**src/logic/spiPkg.sv**
```systemverilog
/*
 * Shared definitions for the SPI block: bus widths, the block map value,
 * register offsets and the packed structs passed between the register
 * bank, the byte masters and the testbench. Referenced by scoped names.
 */
`default_nettype none

package spiPkg;

	// ----------------------------------------------------------------------
	// Widths and map
	// ----------------------------------------------------------------------
	localparam int BUS_WIDTH  = 32;
	localparam int ADRS_WIDTH = 16;
	localparam int DIV_WIDTH  = 16;	// SCK divider register width

	// Upper address byte selects this block
	localparam logic [7:0] BLOCK_ADRS = 8'h03;

	// Register offsets in the low address byte
	localparam logic [7:0] SPI_CTRL_OFS   = 8'h00;	// [0] en, [1] csN level
	localparam logic [7:0] SPI_DIV_OFS    = 8'h04;
	localparam logic [7:0] SPI_WD_OFS     = 8'h08;
	localparam logic [7:0] SPI_RD_OFS     = 8'h0C;	// read only
	localparam logic [7:0] FLASH_CTRL_OFS = 8'h10;	// [2] FPGA owns the flash pins
	localparam logic [7:0] FLASH_DIV_OFS  = 8'h14;
	localparam logic [7:0] FLASH_WD_OFS   = 8'h18;
	localparam logic [7:0] FLASH_RD_OFS   = 8'h1C;	// read only

	// ----------------------------------------------------------------------
	// Bus and channel bundles
	// ----------------------------------------------------------------------
	typedef struct packed {
		logic wrEn;
		logic rdEn;
		logic [ADRS_WIDTH-1:0] adrs;
		logic [BUS_WIDTH-1:0] wd;
	} usiReq_t;

	typedef struct packed {
		logic valid;
		logic [BUS_WIDTH-1:0] rd;
	} usiRdResp_t;

	// One channel's software settings
	typedef struct packed {
		logic en;
		logic csN;
		logic [DIV_WIDTH-1:0] div;
	} spiCtrl_t;

	typedef struct packed {
		logic sck;
		logic mosi;
		logic csN;
	} spiPins_t;

	// Busy flag plus last received byte
	typedef struct packed {
		logic busy;
		logic [7:0] rd;
	} spiStat_t;

endpackage

`default_nettype wire

```
**src/logic/ckeGenerator.sv**
```systemverilog
/*
 * Clock-enable divider. While en is high it emits a one-cycle cke pulse
 * every div+1 cycles; while en is low the count is held at zero.
 */
`timescale 1ns/100ps
`default_nettype none

module ckeGenerator
(
	input  wire logic iSCLK,
	input  wire logic rstN,
	input  wire logic en,
	input  wire logic [spiPkg::DIV_WIDTH-1:0] div,
	output logic cke
);

	logic [spiPkg::DIV_WIDTH-1:0] cnt;
	logic cntEnd;

	// Terminal count; >= also recovers when div shrinks mid-count
	assign cntEnd = cnt >= div;

	always_ff @(posedge iSCLK)
	begin
		if (!rstN)
			cnt <= '0;
		else if (!en || cntEnd)
			cnt <= '0;
		else
			cnt <= cnt + 1'b1;
	end

	assign cke = en && cntEnd;

endmodule

`default_nettype wire

```
**src/logic/spiBlock.sv**
```systemverilog
/*
 * SPI block top level. Joins the register bank to two clock-enable
 * generators and two byte masters, one for the external SPI port and one
 * for the configuration flash, whose pin enables come out on flashOe.
 */
`timescale 1ns/100ps
`default_nettype none

module spiBlock
(
	input  wire logic iSCLK,
	input  wire logic rstN,
	input  wire spiPkg::usiReq_t usiReq,
	output spiPkg::usiRdResp_t usiRdResp,
	output spiPkg::spiPins_t spiPins,
	input  wire logic spiMiso,
	output spiPkg::spiPins_t flashPins,
	input  wire logic flashMiso,
	output logic [1:0] flashOe
);

	// ----------------------------------------------------------------------
	// Register bank
	// ----------------------------------------------------------------------
	spiPkg::spiCtrl_t spiCtrl;
	spiPkg::spiCtrl_t flashCtrl;
	spiPkg::spiStat_t spiStat;
	spiPkg::spiStat_t flashStat;
	logic spiStart;
	logic flashStart;
	logic [7:0] spiWd;
	logic [7:0] flashWd;
	logic spiCke;
	logic flashCke;

	spiCsr csr (
		.iSCLK(iSCLK),		.rstN(rstN),
		.usiReq(usiReq),	.usiRdResp(usiRdResp),
		.spiCtrl(spiCtrl),	.flashCtrl(flashCtrl),
		.spiStart(spiStart),	.flashStart(flashStart),
		.spiWd(spiWd),		.flashWd(flashWd),
		.spiStat(spiStat),	.flashStat(flashStat),
		.flashOe(flashOe)
	);

	// ----------------------------------------------------------------------
	// External SPI channel
	// ----------------------------------------------------------------------
	ckeGenerator spiCkeGen (
		.iSCLK(iSCLK),		.rstN(rstN),
		.en(spiCtrl.en),	.div(spiCtrl.div),	.cke(spiCke)
	);

	spiByteMaster spiMaster (
		.iSCLK(iSCLK),		.rstN(rstN),
		.ctrl(spiCtrl),		.cke(spiCke),
		.start(spiStart),	.wd(spiWd),
		.pins(spiPins),		.miso(spiMiso),	.stat(spiStat)
	);

	// ----------------------------------------------------------------------
	// Configuration flash channel
	// ----------------------------------------------------------------------
	ckeGenerator flashCkeGen (
		.iSCLK(iSCLK),		.rstN(rstN),
		.en(flashCtrl.en),	.div(flashCtrl.div),	.cke(flashCke)
	);

	spiByteMaster flashMaster (
		.iSCLK(iSCLK),		.rstN(rstN),
		.ctrl(flashCtrl),	.cke(flashCke),
		.start(flashStart),	.wd(flashWd),
		.pins(flashPins),	.miso(flashMiso),	.stat(flashStat)
	);

endmodule

`default_nettype wire

```
**src/logic/spiByteMaster.sv**
```systemverilog
/*
 * Single-byte SPI master, mode 0, MSB first. A start pulse loads the byte,
 * then 16 cke pulses alternate SCK rise (sample MISO) and fall (next MOSI).
 * Busy drops and the received byte is presented on the 16th pulse.
 */
`timescale 1ns/100ps
`default_nettype none

module spiByteMaster
(
	input  wire logic iSCLK,
	input  wire logic rstN,
	input  wire spiPkg::spiCtrl_t ctrl,
	input  wire logic cke,
	input  wire logic start,
	input  wire logic [7:0] wd,
	output spiPkg::spiPins_t pins,
	input  wire logic miso,
	output spiPkg::spiStat_t stat
);

	// ----------------------------------------------------------------------
	// Transfer state
	// ----------------------------------------------------------------------
	logic busy;
	logic [3:0] phase;	// cke pulse count within the byte
	logic [7:0] shift;	// out on the top and in at the bottom
	logic sck;
	logic mosi;
	logic [7:0] rxByte;
	logic lastPhase;

	assign lastPhase = phase == 4'd15;

	always_ff @(posedge iSCLK)
	begin
		if (!rstN)
		begin
			busy   <= 1'b0;
			phase  <= 4'd0;
			sck    <= 1'b0;
			mosi   <= 1'b0;
			rxByte <= 8'h00;
		end
		else if (!busy)
		begin
			// Idle with SCK parked low
			sck <= 1'b0;
			if (start)
			begin
				busy  <= 1'b1;
				phase <= 4'd0;
				mosi  <= wd[7];
			end
		end
		else if (!ctrl.en)
		begin
			// Channel switched off mid byte abandons the byte
			busy <= 1'b0;
			sck  <= 1'b0;
		end
		else if (cke)
		begin
			phase <= phase + 1'b1;
			if (!phase[0])
			begin
				// Rising edge
				sck <= 1'b1;
			end
			else
			begin
				// Falling edge
				sck  <= 1'b0;
				mosi <= shift[7];
				if (lastPhase)
				begin
					busy   <= 1'b0;
					rxByte <= shift;
				end
			end
		end
	end

	// Shift register loaded on start and shifted on each SCK rise
	always_ff @(posedge iSCLK)
	begin
		if (!busy && start)
			shift <= wd;
		else if (busy && cke && !phase[0])
			shift <= {shift[6:0], miso};
	end

	// ----------------------------------------------------------------------
	// Outputs
	// ----------------------------------------------------------------------
	// Chip select is a plain software level
	assign pins = '{sck: sck, mosi: mosi, csN: ctrl.csN};
	assign stat = '{busy: busy, rd: rxByte};

endmodule

`default_nettype wire

```
**src/logic/spiCsr.sv**
```systemverilog
/*
 * Register bank of the SPI block. Decodes bus strobes aimed at this block,
 * holds both channels' control and divider registers, issues one-cycle
 * start pulses on data writes and returns read data one cycle after rdEn.
 */
`timescale 1ns/100ps
`default_nettype none

module spiCsr
(
	input  wire logic iSCLK,
	input  wire logic rstN,
	input  wire spiPkg::usiReq_t usiReq,
	output spiPkg::usiRdResp_t usiRdResp,
	output spiPkg::spiCtrl_t spiCtrl,
	output spiPkg::spiCtrl_t flashCtrl,
	output logic spiStart,
	output logic flashStart,
	output logic [7:0] spiWd,
	output logic [7:0] flashWd,
	input  wire spiPkg::spiStat_t spiStat,
	input  wire spiPkg::spiStat_t flashStat,
	output logic [1:0] flashOe
);

	// ----------------------------------------------------------------------
	// Address decode
	// ----------------------------------------------------------------------
	logic blockHit;
	logic wrHit;
	logic rdHit;
	logic [7:0] ofs;
	logic rdValid;
	logic [spiPkg::BUS_WIDTH-1:0] rdData;
	logic [spiPkg::BUS_WIDTH-1:0] rdMux;

	assign blockHit = usiReq.adrs[15:8] == spiPkg::BLOCK_ADRS;
	assign wrHit    = usiReq.wrEn && blockHit;
	assign rdHit    = usiReq.rdEn && blockHit;
	assign ofs      = usiReq.adrs[7:0];

	// Read register layout, busy above the byte
	function automatic logic [spiPkg::BUS_WIDTH-1:0] statWord(input spiPkg::spiStat_t s);
		logic [spiPkg::BUS_WIDTH-1:0] w;
		w = '0;
		w[8:0] = {s.busy, s.rd};
		return w;
	endfunction

	// ----------------------------------------------------------------------
	// Writable registers
	// ----------------------------------------------------------------------
	always_ff @(posedge iSCLK)
	begin
		if (!rstN)
		begin
			spiCtrl   <= '{en: 1'b0, csN: 1'b1, div: '0};
			flashCtrl <= '{en: 1'b0, csN: 1'b1, div: '0};
			flashOe   <= 2'b00;
		end
		else if (wrHit)
		begin
			case (ofs)
				spiPkg::SPI_CTRL_OFS:
				begin
					spiCtrl.en  <= usiReq.wd[0];
					spiCtrl.csN <= usiReq.wd[1];
				end
				spiPkg::SPI_DIV_OFS:   spiCtrl.div <= usiReq.wd[spiPkg::DIV_WIDTH-1:0];
				spiPkg::FLASH_CTRL_OFS:
				begin
					flashCtrl.en  <= usiReq.wd[0];
					flashCtrl.csN <= usiReq.wd[1];
					// 01 drives SCK, MOSI and CS toward the flash
					flashOe       <= {1'b0, usiReq.wd[2]};
				end
				spiPkg::FLASH_DIV_OFS: flashCtrl.div <= usiReq.wd[spiPkg::DIV_WIDTH-1:0];
				default: ;
			endcase
		end
	end

	// Start pulses only while the channel is enabled
	always_ff @(posedge iSCLK)
	begin
		if (!rstN)
		begin
			spiStart   <= 1'b0;
			flashStart <= 1'b0;
		end
		else
		begin
			spiStart   <= wrHit && ofs == spiPkg::SPI_WD_OFS && spiCtrl.en;
			flashStart <= wrHit && ofs == spiPkg::FLASH_WD_OFS && flashCtrl.en;
		end
	end

	// Transmit bytes, valid alongside the start pulse
	always_ff @(posedge iSCLK)
	begin
		if (wrHit && ofs == spiPkg::SPI_WD_OFS)
			spiWd <= usiReq.wd[7:0];
		if (wrHit && ofs == spiPkg::FLASH_WD_OFS)
			flashWd <= usiReq.wd[7:0];
	end

	// ----------------------------------------------------------------------
	// Read path
	// ----------------------------------------------------------------------
	always_comb
	begin
		rdMux = '0;
		case (ofs)
			spiPkg::SPI_CTRL_OFS:   rdMux[1:0] = {spiCtrl.csN, spiCtrl.en};
			spiPkg::SPI_DIV_OFS:    rdMux[spiPkg::DIV_WIDTH-1:0] = spiCtrl.div;
			spiPkg::SPI_RD_OFS:     rdMux = statWord(spiStat);
			spiPkg::FLASH_CTRL_OFS: rdMux[2:0] = {flashOe[0], flashCtrl.csN, flashCtrl.en};
			spiPkg::FLASH_DIV_OFS:  rdMux[spiPkg::DIV_WIDTH-1:0] = flashCtrl.div;
			spiPkg::FLASH_RD_OFS:   rdMux = statWord(flashStat);
			// WD offsets are write only
			default:                rdMux = '0;
		endcase
	end

	always_ff @(posedge iSCLK)
	begin
		if (!rstN)
			rdValid <= 1'b0;
		else
			rdValid <= rdHit;
	end

	always_ff @(posedge iSCLK)
	begin
		if (rdHit)
			rdData <= rdMux;
	end

	assign usiRdResp = '{valid: rdValid, rd: rdData};

endmodule

`default_nettype wire

```
**config.mk**
```make
export PLATFORM = sky130hd
export DESIGN_NAME = spiBlock
export DESIGN_NICKNAME = d
export VERILOG_FILES = /design/src/logic/spiPkg.sv /design/src/logic/ckeGenerator.sv /design/src/logic/spiBlock.sv /design/src/logic/spiByteMaster.sv /design/src/logic/spiCsr.sv
export SDC_FILE = /design/constraint.sdc
export NUM_CORES = 1
export LEC_CHECK = 0
export BUFFER_PORTS_ARGS = -buffer_cell sky130_fd_sc_hd__buf_2
export CAP_MARGIN = 20
export CORE_UTILIZATION = 41
export CTS_BUF_LIST = sky130_fd_sc_hd__clkbuf_4 sky130_fd_sc_hd__clkbuf_8
export DETAILED_ROUTE_END_ITERATION = 10
export GPL_TIMING_DRIVEN = 1
export SLEW_MARGIN = 20
export SYNTH_ARGS = -nofsm -noshare
export SYNTH_HDL_FRONTEND = slang
export SYNTH_SLANG_ARGS = --single-unit
```
**constraint.sdc**
```tcl
create_clock -name iSCLK -period 4.3 [get_ports iSCLK]
set_clock_uncertainty 0.15 [all_clocks]
set_input_delay 0.86 -clock iSCLK [delete_from_list [all_inputs] [get_ports iSCLK]]
set_output_delay 0.86 -clock iSCLK [all_outputs]
set_load 0.01 [all_outputs]
```
## Yosys cells after proc, flatten, opt, wreduce, memory -nomap -nowiden

Index checks and enable logic that the tools add are counted.

- Flip-flop bits (word level): 150
- Input bits: 54
- Output and inout bits: 41
- Word-level logic and storage cells: 130

- Add/sub/neg operators: 4
- Order comparisons: 2
- Equal/unequal tests: 16
- Mux-type cells: 39
- Bitwise operators: 1
- Reductions and logical operators: 41

Operator list:

| kind | count |
|---|---|
| $pmux 13 s4 | 1 |
| $add 16x1->16 const B | 2 |
| $eq 8x5->1 const B | 4 |
| $ge 16x16->1 | 2 |
| $mux 4 | 8 |
| $mux 8 | 4 |
| $mux 1 | 24 |
| $eq 8x4->1 const B | 2 |
| $logic_and 1x1->1 | 14 |
| $pmux 2 s6 | 1 |
| $reduce_and 3->1 | 4 |
| $reduce_and 5->1 | 2 |
| $add 4x1->4 const B | 2 |
| $eq 4x4->1 const B | 2 |
| $eq 8x2->1 const B | 1 |
| $eq 8x3->1 const B | 1 |
| $logic_not 8->1 | 1 |
| $ne 2x2->1 const B | 4 |
| $reduce_and 2->1 | 4 |
| $reduce_and 4->1 | 2 |
| $reduce_bool 2->1 | 4 |
| $logic_not 1->1 | 6 |
| $pmux 1 s5 | 1 |
| $ne 2x1->1 const B | 2 |
| 3 further kinds | 5 |

## Longest topological paths before layout

- Depth after elaboration: 6
- Gate-level depth with buffers: 8
- Gate-level depth less buffers: 7

## Modules after synthesis

From an unflattened synthesis, not the netlist that was laid out.

- Cells, all modules: 764
- Area, all modules: 7616.1 µm²

Modules (own cells, without submodules):

| module | instances | cells each | area each (µm²) | sequential area each (µm²) |
|---|---|---|---|---|
| spiCsr | 1 | 266 | 3076.7 | 1761.7 |
| ckeGenerator | 2 | 136 | 1229.9 | 320.3 |
| spiByteMaster | 2 | 113 | 1039.7 | 540.5 |

## Worst setup path after synthesis

No wires, ideal clock.

- Path type: input -> register
- From: input usiReq[45] in the netlist's numbering
- To: register csr.flashWd[0] (enable)
- Library setup time: 0.397 ns
- Arrival time: 2.402 ns
- Data required time: 3.753 ns
- Slack: 1.351 ns
- Stages: 3
- Path buffers: 0
- Cells stage by stage: nor4_1 > nand4_1 > nor4_1

- Cells in the longest elaborated chain, start to end: 3

Ends and longest elaborated chain:

| element | line | source |
|---|---|---|
| from (decl) | spiBlock.sv:13 | `input wire spiPkg::usiReq_t usiReq,` |
| $eq 8x2->1 | spiCsr.sv:37 | `assign blockHit = usiReq.adrs[15:8] == spiPkg::BLOCK_ADRS;` |
| $logic_and 1x1->1 | spiCsr.sv:38 | `assign wrHit = usiReq.wrEn && blockHit;` |
| $logic_and 1x1->1 | spiCsr.sv:103 | `if (wrHit && ofs == spiPkg::FLASH_WD_OFS)` |
| to (signal assigned) | spiCsr.sv:104 | `flashWd <= usiReq.wd[7:0];` |
| to (decl) | spiCsr.sv:20 | `output logic [7:0] flashWd,` |

No other way between the ends.
A chain may end at the register's enable or synchronous reset.

## Worst setup path after layout

- From: register csr.spiCtrl[15] (netlist name)
- To: register spiMaster.shift[6] (enable)

- Cells in the longest elaborated chain, start to end: 5

Ends and longest elaborated chain:

| element | line | source |
|---|---|---|
| $ge 16x16->1 | ckeGenerator.sv:21 | `assign cntEnd = cnt >= div;` |
| $logic_and 1x1->1 | ckeGenerator.sv:33 | `assign cke = en && cntEnd;` |
| $logic_and 1x1->1 (2 in a row) | spiByteMaster.sv:89 | `else if (busy && cke && !phase[0])` |
| $reduce_bool 2->1 (no source line) | -- |  |
| to (signal assigned) | spiByteMaster.sv:88 | `shift <= wd;` |
| to (signal assigned) | spiByteMaster.sv:90 | `shift <= {shift[6:0], miso};` |
| to (decl) | spiByteMaster.sv:27 | `logic [7:0] shift;` |

No other way between the ends.

==> results.yml <==
pwr:
  power_frac_comb_pct: 2.4
  p_seq_share_pct: 54.0
  ir_drop_uv: 187.6
  powerDensity_nw_per_um2: 336.4
  p_int_mw: 2.140
  static-leakage-power_nw: 2.922
  total_power_mw: 2.691
  clockPowerShare_pct: 43.6
  switching_share_pct: 20.47
  p_sw_mw: 0.5509
global_routing:
  grt_max_degree: 36
  grtUsageTotal_pct: 18.96
  grt-ovfl-total: 0
  grt_pass1_wl_um: 26200
  first_global_vias: 5036
  antenna_found_initial: 0
clock_tree:
  cts_inserted_buffers: 17
  post_cts_buffers: 0
  holdBufCountCts: 0
  cts.path.max_buffers: 2
  cts_resized: 0
  clk_latency_ns: 0.45
  clock-sinks: 150
  cts_tree: "yes"
  root_buffer: "clkbuf_8"
  h-tree-depth: 4
  clk_pin_slew_ns: 0.07
logic_synthesis:
  syn_area_um2: 7158
  synth_edf_count: 48
  synth_adder_area_share_pct: 6.293
  synth_sequential_area_ratio_pct: 48.66
  ys_warn_count: 0
  synth_ff_type: "dfxtp_1"
  synth_compound_area_share_pct: 11.76
  synth_top_family_by_area: "simple AND/OR/NAND/NOR gates"
  synth.avg_cell_area_um2: 9.320
  synth-async-reset-ratio_pct: 0
  synth-simple-area-share_pct: 18.51
  synth.area.mux_share_pct: 5.034
  synthCells: 768
  synth_xor_area_share_pct: 3.426
  ys_types: 51
  ys_seq_elements: 150
finish:
  syn_to_final_growth_pct: 11.75
  drive_above_1_share_pct: 13.93
  register_area_um2: 3483
  fin_util_pct: 47.56
  fin_area_um2: 7999
  final_net_count: 910
  antennaDiodeCount: 0
  fill_cells: 1660
  multi_input_area_um2: 3287
setup_path:
  cp_cell_sequence: "inv_1 > ha_1 > nand4_2 > a2111o_1 > o32a_4 > a21oi_1 > a21o_1"
  cp.arrival_ns: 2.97
  cp-end-kind: "register"
  required_ns: 4.27
  critPathLaunchType: "register"
  critPathMaxFanout: 8
  max_stage_delay_ns: 0.44
  r2r-start: "csr.spiCtrl[15]"
  critPathKind: "reg2reg"
  cp_slowest_cell: "o32a_4"
  crit_start: "csr.spiCtrl[15]"
route:
  wl_um: 15960
  drt-initial-drc-count: 350
  wl_per_cell_um: 15.16
  dr.pass1.iters: 5
  via_per_inst: 5.025
  num_vias: 5291
  final_antenna_net_count: 0
  drc: 0
placement:
  dpl_worst_slack_ns: 1.064
  portBuffers: 61
  hpwl_um: 11740
  gp_congestion: 0.8123
  place_area_um2: 7569
job:
  max_cap_viol_count: 0
sta:
  tns_ns: 0
  finalCritPeriodShare_pct: 69.91
  slew_violations: 0
  setup_ws_ns: 1.294
  tightest_slew_ns: 0.8851
  slew_headroom_pct: 40.45
  hold_violations: 0
  rsz0062_at_grt: "false"
  timing.fmax_ghz: 0.3326
  fin_crit_ns: 3.006
  setup_viol: 0
floorplanning:
  num_io_pins: 95
  die_w_um: 134.1
  num_rows: 47
  design.core.area_um2: 16820
  start_util_pct: 42.56
  die_y_um: 134.1
  dieArea_um2: 17990
min_path:
  holdCritStartpoint: "csr.spiCtrl[7]"
  holdCritPathClass: "reg2reg"
run_status:
  status: "finished, final reports clean"
==> area by class of cell <==
class,instances,share of cell area (%)
timing repair buffer,68,4.474
tap,220,3.441
multi-input combinational,539,41.09
sequential,150,43.55
clock inverter,10,1.908
clock buffer,22,3.473
inverter,44,2.065
==> synthesized netlist by cell type (3+ instances only) <==
master / number / area share (%)
a21oi_1: 55 / 3.8
o221ai_1: 6 / 0.73
a22o_1: 9 / 1.1
nor2_1: 49 / 2.6
nand2b_1: 6 / 0.52
o21ai_0: 16 / 1.1
nand2_1: 156 / 8.2
a21o_1: 3 / 0.31
nand4_1: 10 / 0.87
buf_4: 24 / 2.5
xnor2_1: 12 / 1.5
a22oi_1: 15 / 1.6
and2_1: 6 / 0.52
mux2_2: 8 / 1.3
mux2i_1: 27 / 3.8
or3_1: 4 / 0.35
edfxtp_1: 48 / 20
nor3_1: 12 / 0.84
and3_1: 10 / 0.87
xor2_1: 16 / 2.0
nor4_1: 6 / 0.52
o211ai_1: 3 / 0.31
inv_1: 44 / 2.3
ha_1: 36 / 6.3
clkbuf_1: 26 / 1.4
dfxtp_1: 102 / 29
nand3_1: 29 / 2.0
==> through the flow <==
stage,hold slack (ns),instances
floorplan,0.2797,784
global placement,0.2882,1021
global route,0.3261,1053
detailed placement,0.2937,1021
CTS,0.3039,1053
finish,0.3043,1053
==> sequential cells by signal (all words and copies together), names as in the netlist, 16 cells and up <==
name,count
csr.rdData,16
spiCkeGen.cnt,16
csr.flashCtrl,18
csr.spiCtrl,18
flashCkeGen.cnt,16
==> metal layers <==
metal  global-route usage [%]  up-vias  wire (µm)
met1                    26.77     2430       7976
li1                         -     2729          -
met2                    28.70      106       7105
met3                    3.666       26        611
met5                        0        -          0
met4                    7.054        0        269
==> worst max-delay path, delay by kind of cell, from the launching register on <==
kind	cells	cell delay [ns]
AO/OA/AOI/OAI	4	1.61
buffers and inverters	1	0.06
AND/OR/NAND/NOR	1	0.14
flip-flops	1	0.36
adder cells (fa/ha/maj)	1	0.36
==> kinds of logic (layout without fill, tap and decap cells) <==
logic type / after synthesis / in the layout
and+or+nand+nor: 298 / 298
DFF: 150 / 150
AOI/OAI and AO/OA: 125 / 125
buffers and inverters: 95 / 144
adders and majority gates: 36 / 36
muxes: 35 / 35
xor gates and xnor gates: 28 / 28
other: 1 / 17
==> power groups by stage <==
stage / clock, mW / sequential [mW] / combinational (mW)
floorplan: 0 / 1.49 / 0.0395
global placement: 0 / 1.49 / 0.0635
detailed placement: 0 / 1.49 / 0.0634
CTS: 1.20 / 1.45 / 0.0636
global route: 1.26 / 1.45 / 0.0707
finish: 1.17 / 1.45 / 0.0639
==> cells in the final DEF (no fill, tap or decap), types with 15 or more instances in the layout <==
master,count
buf_2,61
a21oi_1,55
o21ai_0,16
nor2_1,49
xor2_1,16
mux2i_1,27
inv_1,44
conb_1,17
dfxtp_1,102
ha_1,36
nand3_1,29
nand2_1,156
clkbuf_8,18
a22oi_1,15
edfxtp_1,48
==> worst paths after layout <==
path | end | slack [ns] | depth (start not counted)
max reg2reg | spiMaster.shift[6] | 1.29 | 7
min | csr.spiCtrl[7] | 0.30 | 2
min reg2reg | csr.spiCtrl[7] | 0.30 | 2
max | spiMaster.shift[6] | 1.29 | 7
Power figures use the tool's default switching activity.
